===== src/kl_word_pkg.sv =====
package kl_word_pkg;

  // A KL10 word is 36 bits wide and the datapath cuts it into 6-bit slices
  localparam int WORD_BITS = 36;
  localparam int SLICE_BITS = 6;
  localparam int SLICE_COUNT = WORD_BITS / SLICE_BITS;

  // Word addresses into the MBUS memory
  localparam int ADDR_BITS = 10;

  // One full machine word as it travels on the EBUS and the MBUS
  typedef logic [WORD_BITS-1:0] word_t;

  // The part of the word that one EDP board holds
  typedef logic [SLICE_BITS-1:0] slice_t;

  // Address of one word in the memory, which holds at most 1024 words
  typedef logic [ADDR_BITS-1:0] mem_addr_t;

endpackage

===== src/kl_ebus_mux.sv =====
`timescale 1ns/1ns

module kl_ebus_mux (
  input  logic                apr_driving,
  input  kl_word_pkg::word_t  apr_data,
  input  logic                con_driving,
  input  kl_word_pkg::word_t  con_data,
  input  logic                edp_driving_0,
  input  logic                edp_driving_1,
  input  logic                edp_driving_2,
  input  logic                edp_driving_3,
  input  logic                edp_driving_4,
  input  logic                edp_driving_5,
  input  kl_word_pkg::slice_t edp_data_0,
  input  kl_word_pkg::slice_t edp_data_1,
  input  kl_word_pkg::slice_t edp_data_2,
  input  kl_word_pkg::slice_t edp_data_3,
  input  kl_word_pkg::slice_t edp_data_4,
  input  kl_word_pkg::slice_t edp_data_5,
  output kl_word_pkg::word_t  ebus_data
);

  logic edp_driving;
  kl_word_pkg::word_t edp_word;

  // The six EDP boards answer together for one select
  assign edp_driving = edp_driving_0 | edp_driving_1 | edp_driving_2 |
                       edp_driving_3 | edp_driving_4 | edp_driving_5;

  // Slice 5 carries the top of the word and slice 0 the bottom
  assign edp_word = {edp_data_5, edp_data_4, edp_data_3,
                     edp_data_2, edp_data_1, edp_data_0};

  // APR wins over CON, and CON over the datapath
  always_comb begin
    if (apr_driving) begin
      ebus_data = apr_data;
    end else if (con_driving) begin
      ebus_data = con_data;
    end else if (edp_driving) begin
      ebus_data = edp_word;
    end else begin
      ebus_data = '0;
    end
  end

endmodule


===== config.mk =====
export PLATFORM = sky130hd
export DESIGN_NAME = kl_ebus_mux
export DESIGN_NICKNAME = d
export VERILOG_FILES = /design/src/kl_word_pkg.sv /design/src/kl_ebus_mux.sv
export SDC_FILE = /design/constraint.sdc
export NUM_CORES = 1
export LEC_CHECK = 0
export BUFFER_PORTS_ARGS = -buffer_cell sky130_fd_sc_hd__buf_2
export CAP_MARGIN = 20
export CORE_ASPECT_RATIO = 0.6
export CORE_MARGIN = 10
export CORE_UTILIZATION = 23
export DETAILED_ROUTE_END_ITERATION = 7
export PLACE_DENSITY = 0.81
export SETUP_SLACK_MARGIN = 0.3
export SLEW_MARGIN = 25
export SYNTH_ARGS = -nofsm -noshare
export SYNTH_HDL_FRONTEND = slang
export SYNTH_SLANG_ARGS = --single-unit

===== constraint.sdc =====
create_clock -name vclk -period 1.85
set_clock_uncertainty 0.1 [all_clocks]
set_input_delay 0.37 -clock vclk [all_inputs]
set_output_delay 0.37 -clock vclk [all_outputs]
set_load 0.01 [all_outputs]

== Word-level counts from Yosys, hierarchy flattened ==
Cells that the tools add are included.
Storage, ports and cells
  register bits: 0
  input port bits: 116
  output and inout bits: 36
  logic and storage cells: 8
Cells by class
  mux-type cells: 3
  bitwise operators: 5
Operators with widths (count)
  2-to-1 mux 36 bit: 3
  OR 1 bit: 5

== Depth between registers and ports, before layout ==
  depth after elaboration: 8
  gate-level depth with buffers: 5
  mapped depth without buffers: 3

== Worst setup path after synthesis ==
No wires, ideal clock.
  path kind: input to output
  from: in edp_driving_3
  to: out ebus_data[14]
  arrival: 1.478 ns
  data required time: 1.380 ns
  setup slack: -0.098 ns
  stages on the path: 4
  buffers on the path: 1
  cells stage by stage: or4_4 nor3_4 buf_6 o21ai_0
On the way
  cells in the longest elaborated chain, start to end: 6
Ends and longest elaborated chain
  from (decl): line kl_ebus_mux.sv:11  | input logic edp_driving_3,
  OR 1 bit: line kl_ebus_mux.sv:27  | assign edp_driving = edp_driving_0 | edp_driving_1 | edp_driving_2 |
  OR 1 bit (2 in series): line kl_ebus_mux.sv:28  | edp_driving_3 | edp_driving_4 | edp_driving_5;
  2-to-1 mux 36 bit: line kl_ebus_mux.sv:40  | end else if (edp_driving) begin
  2-to-1 mux 36 bit: line kl_ebus_mux.sv:38  | end else if (con_driving) begin
  2-to-1 mux 36 bit: line kl_ebus_mux.sv:36  | if (apr_driving) begin
  to (decl): line kl_ebus_mux.sv:20  | output kl_word_pkg::word_t ebus_data
Every way passes these cells.

== Final worst setup path ==
  from: in edp_driving_3
  to: out ebus_data[17]
The elaborated chain is that of the path after synthesis.

==> impl_summary.log <==
INFO  metric total_power = 386 uW
INFO  metric via_per_inst = about 4.9
INFO  metric synth_top_cell_by_area = sky130_fd_sc_hd__a22oi_1
INFO  metric rsz0062_at_grt = true
INFO  metric antenna_found_initial = 0
INFO  metric hpwlAfterDp = 4440 um
INFO  metric synthDistinctLibCells = 16
INFO  metric path_buf_inv = 3
INFO  metric fin_nets = roughly 390
INFO  metric synth.avg_cell_area = 5.69 sq um
INFO  metric route.detailed.wl_per_inst = between 15 and 20 um
INFO  metric synth.cells.most_frequent = sky130_fd_sc_hd__a22oi_1, sky130_fd_sc_hd__nand2_1, sky130_fd_sc_hd__o21ai_0, sky130_fd_sc_hd__clkbuf_1, sky130_fd_sc_hd__o21ai_1
INFO  metric vias = 1547
INFO  metric final_min_period_over_clock_period = 1.13
INFO  metric globalplace.congestion = 0.884
INFO  metric crit_path_start = edp_driving_3
INFO  metric std_cell_rows = 15
INFO  metric io-pin-count = 152
INFO  metric holdBufCountCts = 0
INFO  metric antenna_diode_count = 0
INFO  metric global_route_wire_length_before_repair = between 7000 and 8000 um
INFO  metric first_global_vias = roughly 1600
INFO  metric drv_slew = 0
INFO  metric yosys-top-cells-area = sky130_fd_sc_hd__a22oi_1, sky130_fd_sc_hd__nand2_1, sky130_fd_sc_hd__o21ai_0
INFO  metric drive_gt1_frac = 0.620
INFO  metric synth_top_area_frac = 0.363
INFO  metric postSynthNetCount = approximately 240
INFO  metric remaining_drc_errors = 0
INFO  metric hp-class = input port to primary output
INFO  metric finish.instance_area = approximately 0.0016 sq mm
INFO  metric final_cell_count_no_fill = 316
INFO  metric data_required_time_of_the_worst_path = 1.38 ns
INFO  metric fp.dieArea = 0.00586 sq mm
INFO  metric fmax = 479 MHz
INFO  metric worstPathMaxFanout = 20
INFO  metric die_w = 92.4 um
INFO  metric flops_and_latches = 0
INFO  metric drt.antenna.violating_nets = 0
INFO  metric port_buffers = 152
INFO  metric syn-cell-area = ~720 sq um
INFO  metric worst_setup_path_start_kind = input port
INFO  metric core_area = a little under 0.003 sq mm
INFO  metric violated_checks = setup timing
INFO  metric yosys_warnings = 0
INFO  metric biggest_cell_delay_along_the_critical_path = 0.53 ns
INFO  metric layout.clock_buffers = 0
INFO  metric first_iter_violations = 38
INFO  metric effective_utilization_at_floorplan = 0.245
INFO  metric total_leakage_power = 0.000863 uW
INFO  metric detailedRoute.firstPassIterationCount = 4
INFO  metric max_slew.worst_pin.slew = ~0.25 ns
INFO  metric register_area_share_after_synthesis = 0
INFO  metric maximum_number_of_pins_on_one_net_before_global_route_repair = 23
INFO  metric worst_setup_path_end_kind = primary output
INFO  metric finalSetupViolations = 36
INFO  metric holdWs = 0.941 ns
INFO  metric hold_path.startpoint = apr_data[34]
INFO  metric synthesis.instances = between 100 and 150
INFO  metric place_inst = 316
INFO  metric worst_slew_margin_rel = 0.834
INFO  metric post_dp_cell_area = 0.00155 sq mm
INFO  metric gr-total-overflow = 0
INFO  metric die_y = 63.4 um
INFO  metric min_period = between 2 and 2.5 ns
INFO  metric cp_top_delay_family = simple AND/OR/NAND/NOR gates
INFO  metric finalHoldViolations = 0
INFO  metric run_status = complete, but fails checks
INFO  metric path_common_cell = sky130_fd_sc_hd__buf_6
INFO  metric register_area = 0 sq um
INFO  metric pwrdens = 247 mW/mm^2
INFO  metric cap_viol_max_count = 0
INFO  metric timing_worst_setup_path_type = input port to primary output
INFO  metric peakVddDrop = 0.000107 V
INFO  metric post_cts.repair.setup_buffers = 0
INFO  metric worst_slack = -0.238 ns
INFO  metric grt_util_all_layers = 0.149
INFO  metric arrival_time_of_the_worst_setup_path = 1.62 ns
INFO  metric detail_route.wirelength = 5010 um
INFO  metric critical_path.cell_chain = buf_6 > or4_4 > nor3_4 > buf_6 > o21ai_1 > buf_2
INFO  metric areaGrowthSynthToFinish = 116%
INFO  metric critical_path.slowest_cell = sky130_fd_sc_hd__or4_4
-- through the flow --
stage / utilization / setup WS, ns / setup TNS, ns
final: 0.531 / -0.238 / -7.77
after global routing: 0.531 / -0.328 / -10.74
after CTS: 0.531 / -0.253 / -8.26
after detailed placement: 0.526 / -0.282 / -9.22
after global placement: 0.526 / -0.278 / -8.40
after floorplan: - / -0.0976 / -2.76
-- final timing paths --
kind	end	slack [ns]	cells after the start
min	ebus_data[34]	0.94	4
max	ebus_data[17]	-0.24	6
-- report_power, final --
part	internal, uW	switching (uW)
logic	203	183
registers	0	0
clock network	0	0
total	203	183
-- cells in the final DEF (no fill, tap or decap), types with 3 or more instances in the layout --
| master | count |
|---|---|
| sky130_fd_sc_hd__a22oi_1 | 35 |
| sky130_fd_sc_hd__buf_2 | 151 |
| sky130_fd_sc_hd__buf_4 | 6 |
| sky130_fd_sc_hd__buf_6 | 3 |
| sky130_fd_sc_hd__nand2_1 | 35 |
| sky130_fd_sc_hd__o21ai_0 | 5 |
| sky130_fd_sc_hd__o21ai_1 | 25 |
| sky130_fd_sc_hd__o21ai_2 | 5 |
-- worst min-delay path, delay by kind of cell --
kind	cells	cell delay, ns
AO/OA/AOI/OAI	2	0.10
buffers and inverters	2	0.21
-- kinds of logic (layout without fill, tap and decap cells) --
group / count (synthesis) / after routing / synth area share
AOI/OAI and AO/OA: 72 / 72 / 0.645
and+or+nand+nor: 40 / 40 / 0.246
buffers and inverters: 15 / 162 / 0.109
-- layout make-up --
| cell class | count | area [sq um] |
|---|---|---|
| repair buffers | 161 | 855 |
| inverters | 1 | 3.75 |
| multi-input cells | 112 | 653 |
| well taps | 42 | 52.6 |
| fillers | 295 | 1380 |
-- per-layer routing --
| metal | track usage | share of wire |
|---|---|---|
| met5 | 0 | 0 |
| met1 | 0.158 | 0.37 |
| met4 | 0 | 0 |
| met3 | 0.0733 | 0.15 |
| met2 | 0.275 | 0.48 |
-- repair_timing --
item / in CTS / in global routing
resized for setup: 11 / 12
pin swaps: 0 / 0
endpoints found under the setup margin: 36 / 36
No activity file was read; power rests on OpenSTA's default activity.
