$ cat src/kl_bus_pkg.sv
package kl_bus_pkg;

  localparam int CS_BITS = 7;
  localparam int DS_BITS = 7;

  // Controller select that picks one board on the EBUS
  typedef logic [CS_BITS-1:0] ebus_cs_t;

  // Diagnostic function that the selected board carries out
  typedef logic [DS_BITS-1:0] ebus_ds_t;

  // Select codes follow the backplane slot numbers of the boards
  // A select of zero is never answered, so the idle bus stays quiet
  localparam ebus_cs_t CS_APR = 7'h34;
  localparam ebus_cs_t CS_CON = 7'h35;
  localparam ebus_cs_t CS_EDP = 7'h39;

  // Function codes, with zero kept free as the idle function
  localparam ebus_ds_t DS_READ = 7'h10;
  localparam ebus_ds_t DS_WRITE = 7'h20;
  // Only the datapath slices act on an increment
  localparam ebus_ds_t DS_INCR = 7'h21;

  // What a command asks the front end to do
  typedef enum logic [1:0] {
    OP_DIAG = 2'd0,
    OP_MEM_READ = 2'd1,
    OP_MEM_WRITE = 2'd2
  } fe_op_t;

  // Front-end sequencer states
  typedef enum logic [2:0] {
    ST_IDLE,
    ST_EBUS_SETUP,
    ST_EBUS_STROBE,
    ST_EBUS_SAMPLE,
    ST_MEM_START,
    ST_MEM_WAIT,
    ST_RESP
  } fe_state_t;

endpackage

$ cat src/kl_word_pkg.sv
package kl_word_pkg;

  // A KL10 word is 36 bits wide and the datapath cuts it into 6-bit slices
  localparam int WORD_BITS = 36;
  localparam int SLICE_BITS = 6;
  localparam int SLICE_COUNT = WORD_BITS / SLICE_BITS;

  // Word addresses into the MBUS memory
  localparam int ADDR_BITS = 10;

  // One full machine word as it travels on the EBUS and the MBUS
  typedef logic [WORD_BITS-1:0] word_t;

  // The part of the word that one EDP board holds
  typedef logic [SLICE_BITS-1:0] slice_t;

  // Address of one word in the memory, which holds at most 1024 words
  typedef logic [ADDR_BITS-1:0] mem_addr_t;

endpackage
$ cat src/kl_edp_slice.sv
`timescale 1ns/1ns

module kl_edp_slice #(
  parameter int SLICE = 0
) (
  input  logic                 top_clk,
  input  logic                 rst,
  input  kl_bus_pkg::ebus_cs_t ebus_cs,
  input  kl_bus_pkg::ebus_ds_t ebus_ds,
  input  logic                 ebus_strobe,
  input  kl_word_pkg::word_t   ebus_data,
  input  logic                 carry_in,
  output logic                 carry_out,
  output logic                 driving,
  output kl_word_pkg::slice_t  data
);

  localparam int LSB = SLICE * kl_word_pkg::SLICE_BITS;

  kl_word_pkg::slice_t slice_q;
  logic [kl_word_pkg::SLICE_BITS:0] sum;
  logic selected;
  logic strobed;

  assign selected = ebus_cs == kl_bus_pkg::CS_EDP;
  assign strobed = ebus_strobe && selected;

  // Ripple adder for this slice, the carry goes on to the next slice up
  assign sum = {1'b0, slice_q} + {{kl_word_pkg::SLICE_BITS{1'b0}}, carry_in};
  assign carry_out = sum[kl_word_pkg::SLICE_BITS];

  always_ff @(posedge top_clk) begin
    if (rst) begin
      slice_q <= '0;
    end else if (strobed && (ebus_ds == kl_bus_pkg::DS_WRITE)) begin
      slice_q <= ebus_data[LSB +: kl_word_pkg::SLICE_BITS];
    end else if (strobed && (ebus_ds == kl_bus_pkg::DS_INCR)) begin
      slice_q <= sum[kl_word_pkg::SLICE_BITS-1:0];
    end
  end

  always_comb begin
    driving = selected && (ebus_ds == kl_bus_pkg::DS_READ);
    if (driving) begin
      data = slice_q;
    end else begin
      data = '0;
    end
  end

endmodule

$ cat config.mk
export PLATFORM = sky130hd
export DESIGN_NAME = kl_edp_slice
export DESIGN_NICKNAME = d
export VERILOG_FILES = /design/src/kl_bus_pkg.sv /design/src/kl_word_pkg.sv /design/src/kl_edp_slice.sv
export SDC_FILE = /design/constraint.sdc
export NUM_CORES = 1
export LEC_CHECK = 0
export ABC_AREA = 1
export BUFFER_PORTS_ARGS = -buffer_cell sky130_fd_sc_hd__buf_2
export CORE_MARGIN = 1
export CORE_UTILIZATION = 35
export DETAILED_ROUTE_END_ITERATION = 6
export PLACE_DENSITY = 0.82
export SLEW_MARGIN = 25
export SYNTH_ARGS = -nofsm -noshare
export SYNTH_HDL_FRONTEND = slang
export SYNTH_SLANG_ARGS = --single-unit
export TNS_END_PERCENT = 100
$ cat constraint.sdc
create_clock -name top_clk -period 2.77 [get_ports top_clk]
set_input_delay 0.277 -clock top_clk [delete_from_list [all_inputs] [get_ports top_clk]]
set_output_delay 0.277 -clock top_clk [all_outputs]
set_load 0.01 [all_outputs]
Word-level counts from Yosys, hierarchy flattened

Index checks and enable logic that the tools add are counted.

Bits in registers: 6
Bits in latches: 0
RAM bits: 0
Bits in read-only memories: 0
Input bits: 54
Word-level logic and storage cells: 14
Memories: 0

Add/subtract/negate cells: 1
Multipliers: 0
Div/mod/pow operators: 0
Order comparisons: 0
Eq/ne operators: 4
Shift-type cells: 0
Mux-type cells: 3
Bitwise gates (word level): 0
Reduce and logical (&&, ||, !) cells: 5

Operator list:

| kind                                                                   | number |
|---|---|
| 7-bit by 6-bit equality test with 1-bit output (second input constant) | 3 |
| 6-bit two-way mux                                                      | 3 |
| 6-bit by 1-bit adder with 7-bit output                                 | 1 |
| 7-bit by 5-bit equality test with 1-bit output (second input constant) | 1 |
| 1-bit logical AND                                                      | 4 |
| 2-bit nonzero test                                                     | 1 |

Logic depth before layout (Yosys ltp)

Gate-level depths: netlist of run 1.

Depth after elaboration: 5
Depth in mapped cells: 8
Depth with buffers taken out: 8

Worst setup path before layout of run 1

No wires, ideal clock.

Path type: register to output
From: register slice_q[0]
To: output carry_out
Arrival time: 1.035 ns
Path slack: 1.458 ns
Stages on the path, launching flop included: 5
Buffers on the path: 0
Cells stage by stage: dfxtp_1 > ha_1 > ha_1 > nand3_1 > nor3_1

Longest elaborated chain between the ends: 1

Ends and longest elaborated chain:

| what                                   | RTL line           | text |
|---|---|---|
| start, declared                        | kl_edp_slice.sv:20 | `kl_word_pkg::slice_t slice_q;` |
| start signal, assigned                 | kl_edp_slice.sv:36 | `slice_q <= ebus_data[LSB +: kl_word_pkg::SLICE_BITS];` |
| start signal, assigned                 | kl_edp_slice.sv:38 | `slice_q <= sum[kl_word_pkg::SLICE_BITS-1:0];` |
| 6-bit by 1-bit adder with 7-bit output | kl_edp_slice.sv:29 | `assign sum = {1'b0, slice_q} + {{kl_word_pkg::SLICE_BITS{1'b0}}, carry_in};` |
| end, declared                          | kl_edp_slice.sv:13 | `output logic carry_out,` |

No other way between the ends.

Worst setup path after layout of run 1

Same ends and word-level chain as after synthesis.

==> results of run 1 <==
cells by family after synthesis:
| logic type | count (synthesis) |
|---|---|
| adder cells (fa/ha/maj) | 2 |
| flip-flops | 6 |
| AND/OR/NAND/NOR | 69 |
| AO/OA/AOI/OAI | 4 |
| buffers and inverters | 19 |
worst register-to-register path, stage by stage, from the launching register on:
cell and delay, ps:
dfxtp_1 340, ha_1 190, ha_1 200, nand3_1 130, nor2_1 110, nor2_1 50, nor3_1 170, nor2_1 60
layout make-up:
type / instances / area, um2
repair buffers: 31 / 155
multi-input cells: 75 / 352
well taps: 16 / 20.0
flip-flops and latches: 6 / 120
inverters: 18 / 72.6
clock buffers: 3 / 22.5
fillers: 161 / 747
per-stage QoR:
stage | total power (uW) | cell area, um2 | cells | utilization (%)
after floorplan | 107 | 556 | 100 | -
after global placement | 124 | 719 | 146 | 48.3
after detailed placement | 125 | 719 | 146 | 48.3
after CTS | 216 | 742 | 149 | 49.8
after global routing | 223 | 742 | 149 | 49.8
final | 214 | 742 | 149 | 49.8
layer usage:
metal	wire [um]	part of all wire [%]
met5	0	0
met4	46	3.4
met2	614	45
met3	111	8.2
met1	588	43
final timing paths:
kind	start	to
worst max-delay path	slice_q[0]$_SDFFE_PP0P_	carry_out
worst min register to register	slice_q[0]$_SDFFE_PP0P_	slice_q[0]$_SDFFE_PP0P_
worst max register to register	slice_q[0]$_SDFFE_PP0P_	slice_q[4]$_SDFFE_PP0P_
worst min-delay path	rst	slice_q[4]$_SDFFE_PP0P_
power by group through the flow:
stage                     clock, uW  sequential, uW  combinational [uW]
after detailed placement          0            88.2                36.8
after global placement            0            88.2                35.3
final                          91.6            86.4                36.5
after CTS                      92.2            86.4                36.9
after floorplan                   0            88.2                19.0
after global routing           95.4            86.3                41.1
cell usage in the layout (no fill, tap or decap):
master,n
ha_1,2
inv_1,16
nor2_4,2
clkbuf_4,3
clkinv_1,1
nor3_1,3
nor2_1,29
o21ai_1,3
inv_6,1
nand2_1,22
nand3_1,8
buf_2,31
dfxtp_1,6
nor4_2,1
o21ai_0,1
or2_2,1
nand2_2,3
==> qor.yml, run 1 <==
sta:
  holdWs_ps: 340
  fin_crit_sh_pct: 61.7
  timing.final.ws_setup_ps: 1060
  rsz0062_at_grt: "false"
  setup_viol: 0
  hold_viol: 0
  period_minus_slack_ps: 1710
  fin_tns_setup_ps: 0
  slew_violations: 0
  finClkSkew_ps: 1.17
  slew_headroom_pct: 84.8
  max_freq_ghz: 0.585
  worstMarginPinSlew_ps: 226
placed_design:
  place.gp.congestion: 0.870
  dpl.hpwl_um: 1030
  place_ws_ps: 1220
  numPortBuffers: 31
global_route:
  grt_pass1_vias: 549
  use_met3_pct: 4.78
  use_met2_pct: 27.8
  top_usage_layer: "met2"
  grt_max_degree: 11
  grt_first_pass_wirelength_um: 2250
  grt_usage_pct: 17.4
  grt.overflow.total: 0
  antenna_found_initial: 0
  met1_usage_pct: 19.2
worst_setup_path:
  critical_path_buf_inv_count: 1
  crit_family: "adder cells"
  rr_worst_depth: 7
  ff2ff_setup_slack_ps: 1410
  arrival_ps: 1430
  endpoint_kind: "output port"
  cp-start-kind: "register"
  cpMostUsedCell: "ha_1"
  cp_max_fo: 3
  worstSetupPathType: "register to output port"
  cp_num_cells: 5
  cp_slowest_cell: "dfxtp_1"
  path_cells: "ha_1 -> ha_1 -> nand3_1 -> nor3_1 -> buf_2"
  critical_path_required_ps: 2490
  cp_slowest_stage_delay_ps: 340
drt:
  drt_iter0_drc: 14
  vias_per_cell: 4.54
  vias: 676
  detail_route.wirelength_um: 1360
  wl_per_cell_um: 9.13
  postRouteAntennaNets: 0
  route.detailed.drc: 0
  drtPass1Iterations: 2
synth:
  ys_types: 16
  syn_area_per_cell_um2: 5.56
  post-synth-top-area-fraction_pct: 21.6
  synth_edf_count: 0
  synth_adder_area_share_pct: 4.50
  synth.cell_area_um2: 556
  synth_commonest_cells: "29 x nor2_1, 22 x nand2_1, 16 x inv_1"
  synth_ff_type: "dfxtp_1"
  ys_async_sr_fraction_pct: 0
  synth.most_common_cell: "nor2_1"
  ys_top_cells_by_area: "dfxtp_1 22%, nor2_1 20%, nand2_1 15%"
  yosys_warnings: 0
  synth-compound-area-share_pct: 3.60
  synthMuxAreaShare_pct: 0
  netlist_instances: 100
  yosysTopAreaCell: "dfxtp_1"
  seq_area_frac_synth_pct: 21.6
  ys_ff_latch: 6
  synth_top_family_by_area: "simple AND/OR/NAND/NOR gates"
  synth-simple-area-share_pct: 55.2
  synth-xor-area-share_pct: 0
  syn_nets: 156
power:
  clockPowerShare_pct: 42.7
  p_seq_share_pct: 40.3
  p_leak_uw: 0.000406
  power_density_mw_per_mm2: 289
  p_comb_share_pct: 17.0
  internal_power_uw: 154
  power.switching_uw: 60.4
  p_sw_share_pct: 28.2
  vdd_drop_max_mv: 0.163
run:
  drv_cap: 0
clocking:
  postCtsSetupBuffers: 0
  cts_tree: "yes"
  clkTransAtPathRegs_ps: 50
  cts_sinks: 6
  htreeDepth: 1
  clockRootBuffer: "clkbuf_4"
  post_cts_resized: 0
  clock_path_buffers: 2
  clk-insertion-delay-late_ps: 260
  cts_buffers: 3
  hold_buffers: 0
floorplanning:
  initial_core_util_pct: 37.3
  rows: 14
  core_mm2: 0.00149
  die_w_um: 41.8
  die_h_um: 41.8
  io_pins: 62
  die-area_mm2: 0.00175
cells_and_area:
  drive_gt1_share_pct: 31.6
  fin_nets: 191
  area_growth_pct: 33.6
  top_regs: "slice_q x6"
  antenna_cells: 0
  top_register: "slice_q"
  largest_reg_flops: 6
min_path:
  holdPathStages: 4
  min_path_type: "primary input to register"
status:
  status: "finished clean"
Note: power is estimated with default switching activity, not from simulation.
==> run 2, diff against run 1 <==
- ABC_AREA: 1 -> 0
- CORE_UTILIZATION: 35 -> 31
- PLACE_DENSITY: 0.82 -> 0.78
- clock period: 2.77 -> 1.7 ns (I/O delays scaled with it)
==> qor.yml, run 2 <==
global_route:
  grt.overflow.total: 0  # unchanged
  grt_first_pass_wirelength_um: 2130  # was 2250 um
  grt_pass1_vias: 507  # was 549
  antenna_found_initial: 0  # unchanged
  grt_usage_pct: 15.7  # was 17.4%
  grt_max_degree: 15  # was 11
clocking:
  clockRootBuffer: "clkbuf_4"  # unchanged
  htreeDepth: 1  # unchanged
  cts_tree: "yes"  # unchanged
  clk-insertion-delay-late_ps: 240  # was 260 ps
  cts_buffers: 3  # unchanged
  clkTransAtPathRegs_ps: 50  # about the same
  clock_path_buffers: 2  # unchanged
  postCtsSetupBuffers: 0  # unchanged
  cts_sinks: 6  # unchanged
floorplanning:
  die_w_um: 41.7  # was 41.8 um
  core_mm2: 0.00138  # was 0.00149 mm2
  rows: 13  # was 14
  die_h_um: 41.7  # was 41.8 um
  initial_core_util_pct: 35.4  # was 37.3%
  die-area_mm2: 0.00174  # was 0.00175 mm2
  io_pins: 62  # unchanged
worst_setup_path:
  crit_family: "simple AND/OR/NAND/NOR gates"  # was adder cells
  cp_max_fo: 7  # was 3
  cp_slowest_cell: "or4b_4"  # was dfxtp_1
  ff2ff_setup_slack_ps: 350  # was 1410 ps
  critical_path_buf_inv_count: 2  # was 1
  cp-start-kind: "primary input"  # was register
  cp_num_cells: 6  # was 5
  endpoint_kind: "output port"  # unchanged
  critical_path_required_ps: 1530  # was 2490 ps
  worstSetupPathType: "primary input to output port"  # was register to output port
  arrival_ps: 1500  # was 1430 ps
  path_cells: "buf_6 -> nand4b_1 -> or4b_4 -> nor3_4 -> and2_1 -> buf_2"  # was ha_1 -> ha_1 -> nand3_1 -> nor3_1 -> buf_2
  cp_slowest_stage_delay_ps: 520  # was 340 ps
  rr_worst_depth: 6  # was 7
drt:
  drt_iter0_drc: 9  # was 14
  wl_per_cell_um: 11.5  # was 9.13 um
  postRouteAntennaNets: 0  # unchanged
  vias: 564  # was 676
  m1WireLength_um: 540  # was 588 um
  dr.max_layer_used: "met3"  # was met4
  wl_met2_um: 649  # was 614 um
  route.detailed.drc: 0  # unchanged
  drtPass1Iterations: 4  # was 2
  met3_length_um: 80  # was 111 um
  detail_route.wirelength_um: 1270  # was 1360 um
  vias_per_cell: 5.08  # was 4.54
sta:
  setup_viol: 0  # unchanged
  worstMarginPinSlew_ps: 265  # was 226 ps
  period_minus_slack_ps: 1670
  holdWs_ps: 176  # was 340 ps
  rsz0062_at_grt: "true"  # was false
  finClkSkew_ps: 2.27  # was 1.17 ps
  fin_crit_sh_pct: 98.4
  max_freq_ghz: 0.598
  hold_viol: 0  # unchanged
  slew_headroom_pct: 82.3  # was 84.8%
  slew_violations: 0  # unchanged
  timing.final.ws_setup_ps: 27.3  # was 1060 ps
synth:
  synthMuxAreaShare_pct: 4.09  # was 0%
  seq_area_frac_synth_pct: 24.6  # was 21.6%
  yosys_warnings: 0  # unchanged
  synth_adder_area_share_pct: 5.12  # was 4.50%
  syn_area_per_cell_um2: 8.15  # was 5.56 um2
  synth_ff_type: "dfxtp_1"  # unchanged
  synth_edf_count: 0  # unchanged
  ys_ff_latch: 6  # unchanged
  synth-simple-area-share_pct: 46.5  # was 55.2%
  synth.most_common_cell: "and2_1"  # was nor2_1
  synth.cell_area_um2: 489  # was 556 um2
  yosysTopAreaCell: "dfxtp_1"  # unchanged
  synth_commonest_cells: "8 x and2_1, 6 x dfxtp_1, 5 x nand2_1"  # was 29 x nor2_1, 22 x nand2_1, 16 x inv_1
  ys_types: 24  # was 16
  synth-compound-area-share_pct: 17.4  # was 3.60%
  syn_nets: 116  # was 156
  synth-xor-area-share_pct: 0  # unchanged
  netlist_instances: 60  # was 100
  ys_async_sr_fraction_pct: 0  # unchanged
  ys_top_cells_by_area: "dfxtp_1 25%, and2_1 10%, ha_1 5.1%"  # was dfxtp_1 22%, nor2_1 20%, nand2_1 15%
  post-synth-top-area-fraction_pct: 24.6  # was 21.6%
  synth_top_family_by_area: "simple AND/OR/NAND/NOR gates"  # unchanged
cells_and_area:
  top_regs: "slice_q x6"  # unchanged
  antenna_cells: 0  # unchanged
  fin_nets: 154  # was 191
  top_register: "slice_q"  # unchanged
  seq_area_um2: 120  # unchanged
  layout_common_cells: "30 x buf_2, 8 x and2_1, 6 x dfxtp_1"  # was 31 x buf_2, 29 x nor2_1, 22 x nand2_1
  multi_input_area_um2: 362  # was 352 um2
  final_area_um2: 714  # was 742 um2
  post-route-util_pct: 51.7  # was 49.8%
  largest_reg_flops: 6  # unchanged
  final_common_cell: "buf_2"  # unchanged
  area_growth_pct: 46.0  # was 33.6%
  drive_gt1_share_pct: 44.8  # was 31.6%
  fillers: 137  # was 161
power:
  clockPowerShare_pct: 40.0  # was 42.7%
  p_total_uw: 331  # was 214 uW
  p_seq_share_pct: 42.6  # was 40.3%
  internal_power_uw: 255  # was 154 uW
  p_sw_share_pct: 23.0  # was 28.2%
  vdd_drop_max_mv: 0.289  # was 0.163 mV
  power_density_mw_per_mm2: 463  # was 289 mW/mm2
  p_leak_uw: 0.000341  # was 0.000406 uW
  power.switching_uw: 76.1  # was 60.4 uW
  p_comb_share_pct: 17.3  # was 17.0%
run:
  drv_cap: 0  # unchanged
placed_design:
  dpl_cell_area_um2: 682  # was 719 um2
  place.gp.congestion: 0.744  # was 0.870
  numPortBuffers: 31  # unchanged
  place_ws_ps: -151  # was 1220 ps
min_path:
  holdPathStages: 2  # was 4
  min_path_type: "primary input to register"  # unchanged
status:
  status: "finished clean"  # unchanged
==> run 2: changes by cell type after synthesis, sizes merged, moves of 3 or more <==
cell   before  now
nand3       8    2
nand2      25    5
and2        0    8
a21oi       0    4
inv        17    2
nor2b       0    3
nor2       31    3
==> run 2: timing repair <==
action                                 4_1_cts  5_1_grt
gates resized for setup                      2        0
hold buffers                                 0        0
endpoints found under the hold margin        0        0
setup endpoints to repair                    7        7
pin swaps                                    4        2
==> run 2: path summary, 6_finish.rpt <==
kind	start	to
max	ebus_cs[6]	data[0]
min	rst	slice_q[3]$_SDFFE_PP0P_
max reg2reg	slice_q[0]$_SDFFE_PP0P_	slice_q[4]$_SDFFE_PP0P_
min reg2reg	slice_q[5]$_SDFFE_PP0P_	slice_q[5]$_SDFFE_PP0P_
==> run 2: layout make-up <==
class	instances	area share, %
clock buffers	3	3.15
well taps	15	2.63
inverters	2	1.05
repair buffers	34	25.7
flip-flops and latches	6	16.8
multi-input cells	51	50.6
==> run 2: power groups by stage <==
stage	sequential, uW	clock [uW]	combinational, uW
2_1_floorplan	144	0	22.0
3_3_place_gp	144	0	53.5
3_5_place_dp	144	0	55.5
4_1_cts	141	138	57.8
5_1_grt	141	149	62.2
6_report	141	132	57.4
==> run 2: layer usage <==
layer,global-route usage (%),vias up
met1,18.6,245
met3,6.52,0
li1,-,298
met2,26.9,21
met5,0,-
met4,1.94,0
==> run 2: stage by stage <==
stage | std cells | setup TNS (ps)
global placement | 108 | -1030
floorplan | 60 | 0
CTS | 111 | -334
finish | 111 | 0
detailed placement | 108 | -1190
global route | 111 | -281
==> run 2: logic make-up after synthesis <==
| group | Yosys count |
|---|---|
| AOI/OAI and AO/OA | 15 |
| adders and majority gates | 2 |
| buffers and inverters | 3 |
| DFF | 6 |
| muxes | 2 |
| and+or+nand+nor | 32 |
==> run 2: worst reg2reg max path: stages (launching register included) <==
cell and delay (ps):
dfxtp_1 350, ha_1 180, ha_1 200, nand3_1 140, nor3b_1 200, o21ai_0 90
a21oi_1 130
