$ cat src/kl_bus_pkg.sv
package kl_bus_pkg;

  localparam int CS_BITS = 7;
  localparam int DS_BITS = 7;

  // Controller select that picks one board on the EBUS
  typedef logic [CS_BITS-1:0] ebus_cs_t;

  // Diagnostic function that the selected board carries out
  typedef logic [DS_BITS-1:0] ebus_ds_t;

  // Select codes follow the backplane slot numbers of the boards
  // A select of zero is never answered, so the idle bus stays quiet
  localparam ebus_cs_t CS_APR = 7'h34;
  localparam ebus_cs_t CS_CON = 7'h35;
  localparam ebus_cs_t CS_EDP = 7'h39;

  // Function codes, with zero kept free as the idle function
  localparam ebus_ds_t DS_READ = 7'h10;
  localparam ebus_ds_t DS_WRITE = 7'h20;
  // Only the datapath slices act on an increment
  localparam ebus_ds_t DS_INCR = 7'h21;

  // What a command asks the front end to do
  typedef enum logic [1:0] {
    OP_DIAG = 2'd0,
    OP_MEM_READ = 2'd1,
    OP_MEM_WRITE = 2'd2
  } fe_op_t;

  // Front-end sequencer states
  typedef enum logic [2:0] {
    ST_IDLE,
    ST_EBUS_SETUP,
    ST_EBUS_STROBE,
    ST_EBUS_SAMPLE,
    ST_MEM_START,
    ST_MEM_WAIT,
    ST_RESP
  } fe_state_t;

endpackage

$ cat src/kl_word_pkg.sv
package kl_word_pkg;

  // A KL10 word is 36 bits wide and the datapath cuts it into 6-bit slices
  localparam int WORD_BITS = 36;
  localparam int SLICE_BITS = 6;
  localparam int SLICE_COUNT = WORD_BITS / SLICE_BITS;

  // Word addresses into the MBUS memory
  localparam int ADDR_BITS = 10;

  // One full machine word as it travels on the EBUS and the MBUS
  typedef logic [WORD_BITS-1:0] word_t;

  // The part of the word that one EDP board holds
  typedef logic [SLICE_BITS-1:0] slice_t;

  // Address of one word in the memory, which holds at most 1024 words
  typedef logic [ADDR_BITS-1:0] mem_addr_t;

endpackage
$ cat src/kl_diag_register.sv
`timescale 1ns/1ns

module kl_diag_register #(
  parameter kl_bus_pkg::ebus_cs_t DEV_CS = kl_bus_pkg::CS_APR
) (
  input  logic                 top_clk,
  input  logic                 rst,
  input  kl_bus_pkg::ebus_cs_t ebus_cs,
  input  kl_bus_pkg::ebus_ds_t ebus_ds,
  input  logic                 ebus_strobe,
  input  kl_word_pkg::word_t   ebus_data,
  output logic                 driving,
  output kl_word_pkg::word_t   data
);

  kl_word_pkg::word_t reg_q;
  logic selected;
  logic load;

  assign selected = ebus_cs == DEV_CS;

  // A diagnostic write is taken from the bus in the strobe cycle
  assign load = ebus_strobe && selected && (ebus_ds == kl_bus_pkg::DS_WRITE);

  always_ff @(posedge top_clk) begin
    if (rst) begin
      reg_q <= '0;
    end else if (load) begin
      reg_q <= ebus_data;
    end
  end

  // The board only puts its register on the bus for a read of its own select
  always_comb begin
    driving = selected && (ebus_ds == kl_bus_pkg::DS_READ);
    if (driving) begin
      data = reg_q;
    end else begin
      data = '0;
    end
  end

endmodule

$ cat config.mk
export PLATFORM = sky130hd
export DESIGN_NAME = kl_diag_register
export DESIGN_NICKNAME = d
export VERILOG_FILES = /design/src/kl_bus_pkg.sv /design/src/kl_word_pkg.sv /design/src/kl_diag_register.sv
export SDC_FILE = /design/constraint.sdc
export NUM_CORES = 1
export LEC_CHECK = 0
export BUFFER_PORTS_ARGS = -buffer_cell sky130_fd_sc_hd__buf_2
export CORE_AREA = 2 2 69 71
export DETAILED_ROUTE_END_ITERATION = 8
export DIE_AREA = 0 0 71 73
export PLACE_DENSITY = 0.76
export SKIP_LAST_GASP = 1
export SYNTH_ARGS = -nofsm -noshare
export SYNTH_HDL_FRONTEND = slang
export SYNTH_SLANG_ARGS = --single-unit
$ cat constraint.sdc
create_clock -name top_clk -period 6.1 [get_ports top_clk]
set_clock_uncertainty 0.05 [all_clocks]
set_input_delay 1.22 -clock top_clk [delete_from_list [all_inputs] [get_ports top_clk]]
set_output_delay 1.22 -clock top_clk [all_outputs]
set_load 0.01 [all_outputs]
# Yosys cells after proc, flatten, opt, wreduce, memory -nomap -nowiden
# Cells that the tools add are included.
dict set report classes {
  order_cmp 0
  bitwise_logic 0
  reduce_logical 3
  multipliers 0
  muxes 1
  n_addsub 0
  div_mod_pow 0
  eq_ne 3
  shifts 0
}
# operator count
set ops {}
lappend ops {{2-to-1 mux 36 bit} 1}
lappend ops {{equality test 7 x 6 -> 1 bit, second input constant} 2}
lappend ops {{equality test 7 x 5 -> 1 bit, second input constant} 1}
lappend ops {{logical AND 1 bit} 3}
dict set report word_totals {
  word_cells 8
  n_memories 0
  out_inout_bits 37
  latchBits 0
  register_bits 36
  mem_bits_ro 0
  ram_bits 0
  in_bits 53
}

# Depth between registers and ports, before layout
# Gate-level depths: netlist of the first run.
dict set report depth {
  depth_word 3
  depth_mapped 5
  ltp_nobuf 3
}

# Worst setup path after synthesis of the first run
# OpenSTA, ideal clock, no wires.
dict set report synth_timing {
  kind {in2out}
  from {input ebus_ds[1]}
  to {output data[10]}
  n_path_buf 1
  slack_ns 2.321
  arrival_time_ns 2.509
  required_ns 4.830
  stages 4
  path_cell_list {or4_4 nor4_4 buf_6 and2_1}
}
dict set report synth_between {
  elab_chain_len 3
}
# element line_no
set synth_rtl {}
lappend synth_rtl {{start: declaration} kl_diag_register.sv:9} ;# input kl_bus_pkg::ebus_ds_t ebus_ds,
lappend synth_rtl {{equality test 7 x 5 -> 1 bit} kl_diag_register.sv:35} ;# driving = selected && (ebus_ds == kl_bus_pkg::DS_READ);
lappend synth_rtl {{logical AND 1 bit} kl_diag_register.sv:35}
lappend synth_rtl {{named net driving} kl_diag_register.sv:12} ;# output logic driving,
lappend synth_rtl {{2-to-1 mux 36 bit} kl_diag_register.sv:36} ;# if (driving) begin
lappend synth_rtl {{end: declaration} kl_diag_register.sv:13} ;# output kl_word_pkg::word_t data
# The timed path passes the listed nets, and every way through them passes these cells.

# Worst setup path in the final report of the first run
dict set report layout_timing {
  from {input ebus_ds[1]}
  to {output data[30]}
}
dict set report layout_between {
  elab_chain_len 3
}
# element line_no
set layout_rtl {}
lappend layout_rtl {{equality test 7 x 5 -> 1 bit} kl_diag_register.sv:35}
lappend layout_rtl {{logical AND 1 bit} kl_diag_register.sv:35}
lappend layout_rtl {{2-to-1 mux 36 bit} kl_diag_register.sv:36}
# No other way between the ends.

==> run summary, run 1 <==
The run finished with clean final reports. In this run the number of H-tree levels came out at 2. Relative to the synthesized area, the layout overhead comes to 27.6%. The tightest hold path in the finished design has a slack of 419 ps. Once layout is done, the placed cells without fillers occupy 2480 um2. Net switching is 20.0% of the power.

The register with the most flip-flops in the layout has 36 of them. The worst hold path belongs to the class register to register. Commonest non-fill, non-tap cell in the layout: sky130_fd_sc_hd__buf_2. The fraction of final layout cells sized beyond drive strength 1 works out to 35.5%. The routed length on met3 is 255 um. Clock tree synthesis selected as its root buffer the cell sky130_fd_sc_hd__clkbuf_8. Max-cap violations in this run came to 0. The tools report the number of DRC violations after detailed-routing iteration 0 as 51. The length of routed wiring on met1 is 1.62 mm, and the detailed placement HPWL is 2.70 mm. Cell-internal power: 379 uW. The global-route wire length before repair was 6.29 mm; the delay of the slowest critical-path stage was 550 ps. Uppermost layer routed: met4.

The filler cell count in the final layout was 443; the global placer's final weighted congestion was 0.748. At the worst endpoint, the required time is 4830 ps. The repair_antennas step left the layout with diodes totalling 0.

The run gives 7.6% as the combinational share of power. Dividing total power by cell area gives a power density of 191 nW/um2. The number of nets handed over by synthesis was 256. The sum of overflow across all layers after global routing came out at 0. Yosys printed 0 warnings. The hold violation total from the final report was 0. The number of buffers added by the clock tree synthesis step came out at 5. In this design, the largest share of critical-path delay is due to simple AND/OR/NAND/NOR gates.

Dividing the detail-routed wire length by the instance count gives 11.3 um. The number of pins with negative max-slew slack in the final report is 0, and the sink count of the clock tree is 36. The final route contains 1,560 vias. In this run the vertical extent of the chip is 73 um.

The all-layer global routing usage is 15.5%, and the aggregate routed wire length is 3.84 mm. Summed over all nets, the switching power comes to 94.9 uW. Along the worst path, the maximum fanout reaches 23. Buffers inserted to repair hold after CTS numbered 0.

TritonCTS built the clock tree. The run gives 1.89 mm as the met2 layer wire length in the routed design. Derived from the worst setup path, the maximum achievable clock frequency is 232 MHz. For the number of buffers on the longest clock path, the log shows 2. The register with the most flip-flops is reg_q. The via density per instance came out at 4.57.

Via count of the first global-routing pass: 1,509. After clock tree synthesis, the clock-pin slew on the worst setup and hold paths is 70 ps. The type of the worst setup path is primary input to output pin. The post-detailed-route DRC marker count is 0, and the cell count after placement is 333. The count of endpoints failing setup in the final report was 0. The cell area that synthesis handed to floorplanning was 1950 um2. Synthesis instantiated 14 different standard cells from the library. The net count of the finished layout is 339. The worst setup path is captured at an output pin. Counting both buffers and inverters, the worst setup path holds a total of 3. Setup repair after global routing left no endpoint under its margin.

After floorplanning, the core was sized to cover 4540 um2. In this run the horizontal extent of the chip is 71 um. The slowest cell on the critical path is sky130_fd_sc_hd__nor4_4.

Row generation in the floorplan step produced 25 rows. The largest registers in the layout are reg_q x36. For the maximum vdd drop, the log shows 0.000101 V.

The actual slew at the worst max-slew pin came out at 841 ps. The signal on the critical path passes through buf_2 -> or4_4 -> nor4_4 -> buf_4 -> and2_1 -> buf_2. Registers are responsible for 49.6% of the overall power. The number of port buffers came out at 89. Cell repeated most along the worst path: sky130_fd_sc_hd__buf_2.

Each instance of the synthesized netlist takes up on average 9.60 um2. Adding up every negative setup slack in the final design gives 0 ps. The count of cells in the finished layout, fillers not included, comes to 341. The completed layout was analyzed and its total power is 474 uW. The tools report the clock network latency to the later pin of the worst-skew pair as 280 ps. Number of setup buffers added after CTS: 0.

The logs give 43.0% for the effective utilization at floorplan and 3030 ps for the data arrival time of the critical path. Post-synthesis sequential area ratio: 37.0%. In the layout the commonest cells are sky130_fd_sc_hd__buf_2, sky130_fd_sc_hd__nand2b_1, sky130_fd_sc_hd__and2_1, sky130_fd_sc_hd__mux2i_1, sky130_fd_sc_hd__dfxtp_1.

The post-route minimum period came out at 4300 ps. The count of nets left with antenna violations once routing finished came out at 0. The tools report the die footprint as 5180 um2.

STA classifies the critical path startpoint as a primary input. Synthesis produced a netlist whose cell count is 203. After clock tree synthesis, the repair step resized 0 gates.

Summed over all cells, the static leakage comes to 1.09 nW. The placed instances occupy a cell area of 2380 um2. The number of synthesized register bits was 36. The tools report the number of antenna violations at the first check in global routing as 0. Of the total power, the clock network draws 42.8%. 90 I/O pins were placed. Entering global routing, the biggest net connects 73 pins. The run gives 4 as the number of iterations in the first detailed-routing pass. Measured against its own limit, the worst slew margin works out to 43.9%.

The portion of the clock cycle consumed by the worst path in the final layout was 70.6%.
-- worst register-to-register path, delay by kind of cell, from the launching register on --
family	cells	cell delay (ps)
flops	1	350
mux	1	120
simple gates	1	60
-- per-layer routing --
layer  vias to the layer above  GRT usage, %
li1                        815             -
met1                       689          16.8
met2                        50          27.8
met3                         6          4.42
met4                         0          7.34
met5                         -             0
-- power groups by stage --
stage	registers (mW)	logic [mW]	clock network, mW
finish	0.235	0.0362	0.203
global route	0.235	0.0405	0.220
CTS	0.235	0.0367	0.211
detailed placement	0.240	0.0367	0
global placement	0.240	0.0363	0
floorplan	0.240	0.0184	0
-- kinds of logic (layout without fill, tap and decap cells) --
group         Yosys count  after routing  synth area share [%]
flops                  36             36                  37.0
mux                    36             36                  18.5
buf+inv                15             99                  5.39
simple gates          116            116                  39.1
-- cells in the mapped netlist (all sizes together) --
cell | number | area (um2)
nand4bb | 2 | 22.5
dfxtp | 36 | 721
buf | 7 | 75.1
nand2b | 72 | 450
clkbuf | 8 | 30.0
and2 | 36 | 225
or3b | 2 | 17.5
nor4 | 2 | 27.5
mux2i | 36 | 360
or4 | 2 | 18.8
-- cell type report --
cell class                      count  area [um2]  area share, %
Clock buffer                        6        72.6           2.92
Clock inverter                      2        35.0           1.41
Multi-Input combinational cell    152        1130           45.4
Sequential cell                    36         721           29.0
Tap cell                           54        67.6           2.72
Timing Repair Buffer               91         460           18.5
-- stage by stage --
step | setup slack [ps] | utilization [%]
finish | 1800 | 54.8
global route | 1620 | 54.8
CTS | 1750 | 54.8
detailed placement | 1750 | 52.4
global placement | 1780 | 52.4
floorplan | 2320 | -
-- final timing paths --
path	start	endpoint	slack, ps	cells past startpoint
min	reg_q[2]	reg_q[2]	420	2
max reg2reg	reg_q[23]	reg_q[23]	5450	2
max	ebus_ds[1]	data[30]	1800	6
min reg2reg	reg_q[2]	reg_q[2]	420	2
Power figures use the tool's default switching activity.
==> run 2, diff against run 1 <==
--- a/config.mk
+++ b/config.mk
@@ -6,10 +6,10 @@
 export NUM_CORES = 1
 export LEC_CHECK = 0
 export BUFFER_PORTS_ARGS = -buffer_cell sky130_fd_sc_hd__buf_2
-export CORE_AREA = 2 2 69 71
+export CORE_AREA = 2 2 72 74
 export DETAILED_ROUTE_END_ITERATION = 8
-export DIE_AREA = 0 0 71 73
-export PLACE_DENSITY = 0.76
+export DIE_AREA = 0 0 74 76
+export PLACE_DENSITY = 0.73
 export SKIP_LAST_GASP = 1
 export SYNTH_ARGS = -nofsm -noshare
 export SYNTH_HDL_FRONTEND = slang
==> constraint.sdc (replaced) <==
create_clock -name top_clk -period 3.7 [get_ports top_clk]
set_clock_uncertainty 0.05 [all_clocks]
set_input_delay 0.74 -clock top_clk [delete_from_list [all_inputs] [get_ports top_clk]]
set_output_delay 0.74 -clock top_clk [all_outputs]
set_load 0.01 [all_outputs]
==> run summary, run 2 (same netlist as run 1, synthesis figures left out) <==
The sequential cell area was 721 um2; the global placer's final weighted congestion was 0.703. The number of buffers on the longest clock path was 2. By instance count, the cell type seen most on the critical path is sky130_fd_sc_hd__buf_2. Along the worst path, the maximum fanout reaches 23. In this run the critical register-to-register path is launched from reg_q[8]. Once the clock tree was built, the resizer swapped 0 gates to a different size. In this run the post-CTS setup repair buffer count came out at 0.

The filler cell count in the final layout was 487; the number of diodes was 0. The required time at the endpoint of the critical path was 2910 ps; the die footprint was 5620 um2. The run gives 0 as the post-detailed-route DRC marker count. The startpoint of the most critical hold path was reg_q[17]. Via density per instance: 4.37. After routing, the total negative slack on setup checks comes to 0 ps. The instance area at placement came out at 2400 um2. Reg-to-reg endpoint: reg_q[8].

The first detailed-routing pass took 4 iterations. The data arrival time of the critical path came out at 2170 ps. The run gives 1,496 as the via count of the first global-routing pass. Across all hold checks on the routed design, the worst slack comes to 419 ps. Setup repair after global routing left no endpoint under its margin.

The count of nets left with antenna violations once routing finished came out at 0. After floorplanning, the core was divided into 26 placement rows. The leakage power was 1.09 nW; the cell depth of the worst flop-to-flop path was 2. The number of pins with negative max-slew slack in the final report came out at 0. The worst-case IR drop observed on VDD is 0.000149 V.

The floorplan step set the die width to 74 um. Once the floorplan was initialized, standard cells occupied 39.7% of the core. The logs give 36 for the sink count of the clock tree and 338 MHz for the fmax. In the finished design, the share of the clock period the worst path needs comes to 79.9%. The detailed router placed 1,563 vias in this run. The tools report the final standard cell utilization of the core as 50.8%. The count of buffers added on input and output ports is 89. In this run the number of H-tree levels came out at 2. Counting flops per register, the top entry is reg_q. The post-route minimum period works out to 2960 ps. TritonCTS built the clock tree.

The total overflow left after global routing is 0. Detailed placement finished with a half-perimeter wire length of 2.69 mm. The setup path with the least slack is of type primary input to output pin.

Along the worst hold path, the cell count comes to 2. The number of top-level pins is 90. The clock network latency to the later pin of the worst-skew pair was 280 ps.

The tools report the count of nets after finishing as 340. The tools report the clock root buffer as sky130_fd_sc_hd__clkbuf_8. The largest registers in the layout are reg_q x36.

Across every metal layer, demand over resource in global routing totals 15.0%. The delay of the slowest critical-path stage came out at 530 ps. The post-layout instance area is 2490 um2, and the number of violations of the max-capacitance limit is 0. Clock-pin slew was measured on the worst setup and hold paths at 70 ps. The worst max-slew margin expressed relative to the limit is 41.8%. Across all register-to-register paths, the minimum setup slack is 3050 ps. For this block, the initial DRC count from the detailed router was 59. The run finished with clean final reports. Area used by multi-input combinational logic: 1130 um2.

Slowest cell on the critical path: sky130_fd_sc_hd__or4_4. In this run the standard cell core region covers 4910 um2. The flip-flop count of the largest register after layout is 36. The kind of path behind the tightest hold check is register to register.

The number of clock buffers added by TritonCTS is 5. The power density normalized to cell area came out at 292 nW/um2. The number of antenna violations at the first check in global routing is 0. The post-route netlist has 35.4% of its cells at a drive strength greater than 1. The tools report the worst-case hold path end point as reg_q[17]. STA classifies the critical path startpoint as a primary input. Setup violations remaining at the end of the flow were counted as 0. Compared with the post-synthesis result, the final layout area differs by 28.1%. The actual slew at the worst max-slew pin came out at 873 ps.

The filler-free cell count of the finished design was 358. The tools report the hold violation total from the final report as 0. The library cell used most frequently in the layout, excluding fill and tap cells, is sky130_fd_sc_hd__buf_2.

For the count of hold-fix buffers inserted at cts, the log shows 0. Walking the worst path, the cells encountered are buf_2 -> or4_4 -> nor4_4 -> buf_4 -> and2_1 -> buf_2. STA classifies the critical path endpoint as an output pin. In this run the vertical extent of the chip is 76 um. The average wire per standard cell works out to 11.1 um. Entering global routing, the biggest net connects 73 pins. The global-route wire length before repair is 6.60 mm, and the cell count after placement is 350.

Summed over all layers, the routed wires come to 3.96 mm. The library cells used most frequently in the layout, excluding fill and tap cells, are sky130_fd_sc_hd__buf_2, sky130_fd_sc_hd__nand2b_1, sky130_fd_sc_hd__and2_1, sky130_fd_sc_hd__mux2i_1, sky130_fd_sc_hd__dfxtp_1.
-- run 2: cell count changes in the layout (fill, tap and decap cells not counted) --
| cell | change |
|---|---|
| sky130_fd_sc_hd__buf_4 | +1 |
| sky130_fd_sc_hd__bufinv_16 | -1 |
| sky130_fd_sc_hd__clkbuf_1 | +1 |
| sky130_fd_sc_hd__clkbuf_8 | +1 |
| sky130_fd_sc_hd__clkinv_2 | -1 |
-- run 2: per-layer routing --
metal  share of wire [%]  routed length, um  up-vias  GRT usage, %
met3                 6.2                245        4          5.03
met5                   0                  0        -             0
met2                  50               1960       45          26.3
li1                    -                  -      814             -
met1                  43               1710      700          16.6
met4                 1.1                 44        0          4.91
-- run 2: final cells by class --
type                    count  area share [%]
clock buffers               8            3.61
multi-input cells         152            45.2
flip-flops and latches     36            28.9
well taps                  70            3.51
repair buffers             92            18.8
-- run 2: through the flow --
step                setup slack (ps)  total power, mW
CTS                              721            0.742
global placement                 734            0.456
global route                     642            0.766
finish                           745            0.727
floorplan                        881            0.426
detailed placement               721            0.457
-- run 2: worst max path at each step --
| stage | startpoint | endpoint | slack (ps) | cells after the start |
|---|---|---|---|---|
| 5_1_grt | ebus_ds[1] | data[30] | 640 | 6 |
| 2_1_floorplan | ebus_ds[1] | data[10] | 880 | 4 |
| 4_1_cts | ebus_ds[1] | data[30] | 720 | 6 |
| 3_5_place_dp | ebus_ds[1] | data[30] | 720 | 6 |
| 6_report | ebus_ds[1] | data[33] | 740 | 6 |
| 3_3_place_gp | ebus_ds[1] | data[33] | 730 | 6 |
-- run 2: power by group --
part / total (mW) / internal [mW] / switching [mW]
registers: 0.387 / 0.387 / 0.00000511
clock network: 0.280 / 0.152 / 0.128
logic: 0.0601 / 0.0376 / 0.0225
-- run 2: critical path, delay by kind of cell --
kind          cells  cell delay (ps)
simple gates      3              920
buf+inv           3              490
==> run 3, diff against run 2 <==
--- a/config.mk
+++ b/config.mk
@@ -6,10 +6,10 @@
 export NUM_CORES = 1
 export LEC_CHECK = 0
 export BUFFER_PORTS_ARGS = -buffer_cell sky130_fd_sc_hd__buf_2
-export CORE_AREA = 2 2 72 74
+export CORE_AREA = 2 2 69 71
 export DETAILED_ROUTE_END_ITERATION = 8
-export DIE_AREA = 0 0 74 76
-export PLACE_DENSITY = 0.73
+export DIE_AREA = 0 0 71 73
+export PLACE_DENSITY = 0.76
 export SKIP_LAST_GASP = 1
 export SYNTH_ARGS = -nofsm -noshare
 export SYNTH_HDL_FRONTEND = slang
==> constraint.sdc (replaced) <==
create_clock -name top_clk -period 2.85 [get_ports top_clk]
set_clock_uncertainty 0.05 [all_clocks]
set_input_delay 0.57 -clock top_clk [delete_from_list [all_inputs] [get_ports top_clk]]
set_output_delay 0.57 -clock top_clk [all_outputs]
set_load 0.01 [all_outputs]
==> run summary, run 3 (same netlist as run 1, synthesis figures left out) <==
In this run, post-CTS hold repair placed 0 buffers. The tools report the critical path launch point type as a primary input. Along the worst path, the maximum fanout reaches 23. The tools report the number of vias after detailed routing as 1,530. The run finished with clean final reports. The clock root buffer was sky130_fd_sc_hd__clkbuf_8. For the number of pins with negative max-slew slack in the final report, the log shows 0.

Row generation in the floorplan step produced 25 rows. The first global-routing pass estimated 6.10 mm of wire. Clock tree synthesis inserted a total of 5 buffers. The min-delay analysis places its worst path in the category register to register. Input and output buffers added on the ports amount to 89. For the data arrival time of the critical path, the log shows 1990 ps. The tools report the sink count of the clock tree as 36. Measured along the x axis, the die boundary spans 71 um. Post-CTS timing repair inserted 0 buffers for setup.

The largest registers in the layout are reg_q x36. For this run, the share of the core covered by cells in the final layout is 54.8%. The power density normalized to cell area works out to 379 nW/um2. Setup violations remaining at the end of the flow were counted as 0.

At the pin with the least slew margin, the transition time is 825 ps. Entering global routing, the biggest net connects 73 pins. Once detailed placement completed, the half-perimeter wirelength came to 2.59 mm.

TritonCTS built the clock tree. After detailed routing, the average wire length per cell comes to 10.8 um. The number of antenna diodes in the final layout is 0. In the layout the commonest cells are sky130_fd_sc_hd__buf_2, sky130_fd_sc_hd__nand2b_1, sky130_fd_sc_hd__and2_1, sky130_fd_sc_hd__mux2i_1, sky130_fd_sc_hd__dfxtp_1. All-layer global routing usage: 14.8%. The type of destination of the critical path was an output pin. For the via count of the first global-routing pass, the log shows 1,470.

The via density per instance is 4.47. After the first detailed-routing iteration, the DRC count stood at 50. The tools report the number of antenna violations at the first check in global routing as 0. The residual antenna-violating net count after detailed routing was 0. In this run the static leakage power is 1.09 nW.

The area growth from synthesis to layout is 27.7%. The tools report the maximum level of the CTS H-tree as 2. At the worst endpoint, the required time is 2230 ps.

Once the floorplan was initialized, standard cells occupied 43.0% of the core. For the post-route worst setup slack, the log shows 244 ps. After the last flow step, the layout net total stands at 340. The register with the most flip-flops in the layout has 36 of them.

The number of top-level pins came out at 90. The clock reaches the later pin of the worst-skew pair after 280 ps. Across the VDD grid, the largest voltage drop is 0.000301 V.

The library cell used most frequently in the layout, excluding fill and tap cells, is sky130_fd_sc_hd__buf_2. Sum of overflow across all layers after global routing: 0. reg_q holds more flip-flops than any other register. In the final layout, the share of cells above drive strength 1 is 35.4%. The fmax was 384 MHz; the global placer's final weighted congestion was 0.729. The run gives 0 as the hold violation total from the final report.

The worst max-slew margin expressed relative to the limit was 45.0%. For this run, design rule violations remaining after detail routing come to 0. Counting along the longest clock path gives a buffer depth of 2. The number of iterations in the first detailed-routing pass was 4; the die footprint was 5180 um2.

The setup path with the least slack is of type primary input to output pin. Max-cap violations in this run came to 0. After clock tree synthesis, the clock-pin slew on the worst setup and hold paths is 70 ps.

Setup repair after global routing left no endpoint under its margin. The die is 73 um tall. In this run the standard cell core region covers 4540 um2. After routing, the total negative slack on setup checks comes to 0 ps. Before CTS, the worst setup slack after placement is 215 ps.

Wires add up to 3.70 mm. The number of gates resized after CTS was 0. Subtracting the final worst setup slack from the clock period gives 2610 ps. Of the available clock period, the critical path in the final layout requires 91.4%.
[run 3: cell counts in the layout (fill, tap and decap cells not counted)]
No cell type changed its count.
[run 3: worst max-delay path, stage by stage]
cell	delay [ps]
sky130_fd_sc_hd__buf_2	110
sky130_fd_sc_hd__or4_4	530
sky130_fd_sc_hd__nor4_4	230
sky130_fd_sc_hd__buf_4	250
sky130_fd_sc_hd__and2_1	160
sky130_fd_sc_hd__buf_2	130
[run 3: layout make-up]
class | count | area (um2)
fillers | 426 | 2050
well taps | 54 | 67.6
multi-input cells | 152 | 1130
repair buffers | 92 | 480
clock buffers | 8 | 90.1
flip-flops and latches | 36 | 721
[run 3: final timing paths]
kind	from	to	slack (ps)	cells past startpoint
setup / recovery	ebus_ds[1]	data[30]	240	6
hold / removal	reg_q[17]	reg_q[17]	420	2
hold reg to reg	reg_q[17]	reg_q[17]	420	2
setup reg to reg	reg_q[23]	reg_q[23]	2190	2
[run 3: metal layers]
| layer | vias to the layer above | GRT usage, % | share of wire [%] |
|---|---|---|---|
| met4 | 0 | 7.34 | 1.5 |
| met1 | 655 | 16.7 | 45 |
| li1 | 818 | - | - |
| met5 | - | 0 | 0 |
| met3 | 6 | 3.73 | 6.8 |
| met2 | 51 | 25.9 | 47 |
[run 3: report_power, final]
part           switching [mW]  internal (mW)  total (mW)
Combinational          0.0285         0.0487      0.0772
Clock                   0.166          0.197       0.363
Sequential         0.00000633          0.503       0.503
Total                   0.195          0.749       0.943
[run 3: through the flow]
stage | cell area, um2 | std cells | total power, mW | hold WS, ps
floorplan | 1950 | 203 | 0.554 | 394
global placement | 2400 | 334 | 0.592 | 404
detailed placement | 2400 | 334 | 0.593 | 409
CTS | 2490 | 342 | 0.963 | 423
global route | 2490 | 342 | 0.989 | 442
finish | 2490 | 342 | 0.943 | 419
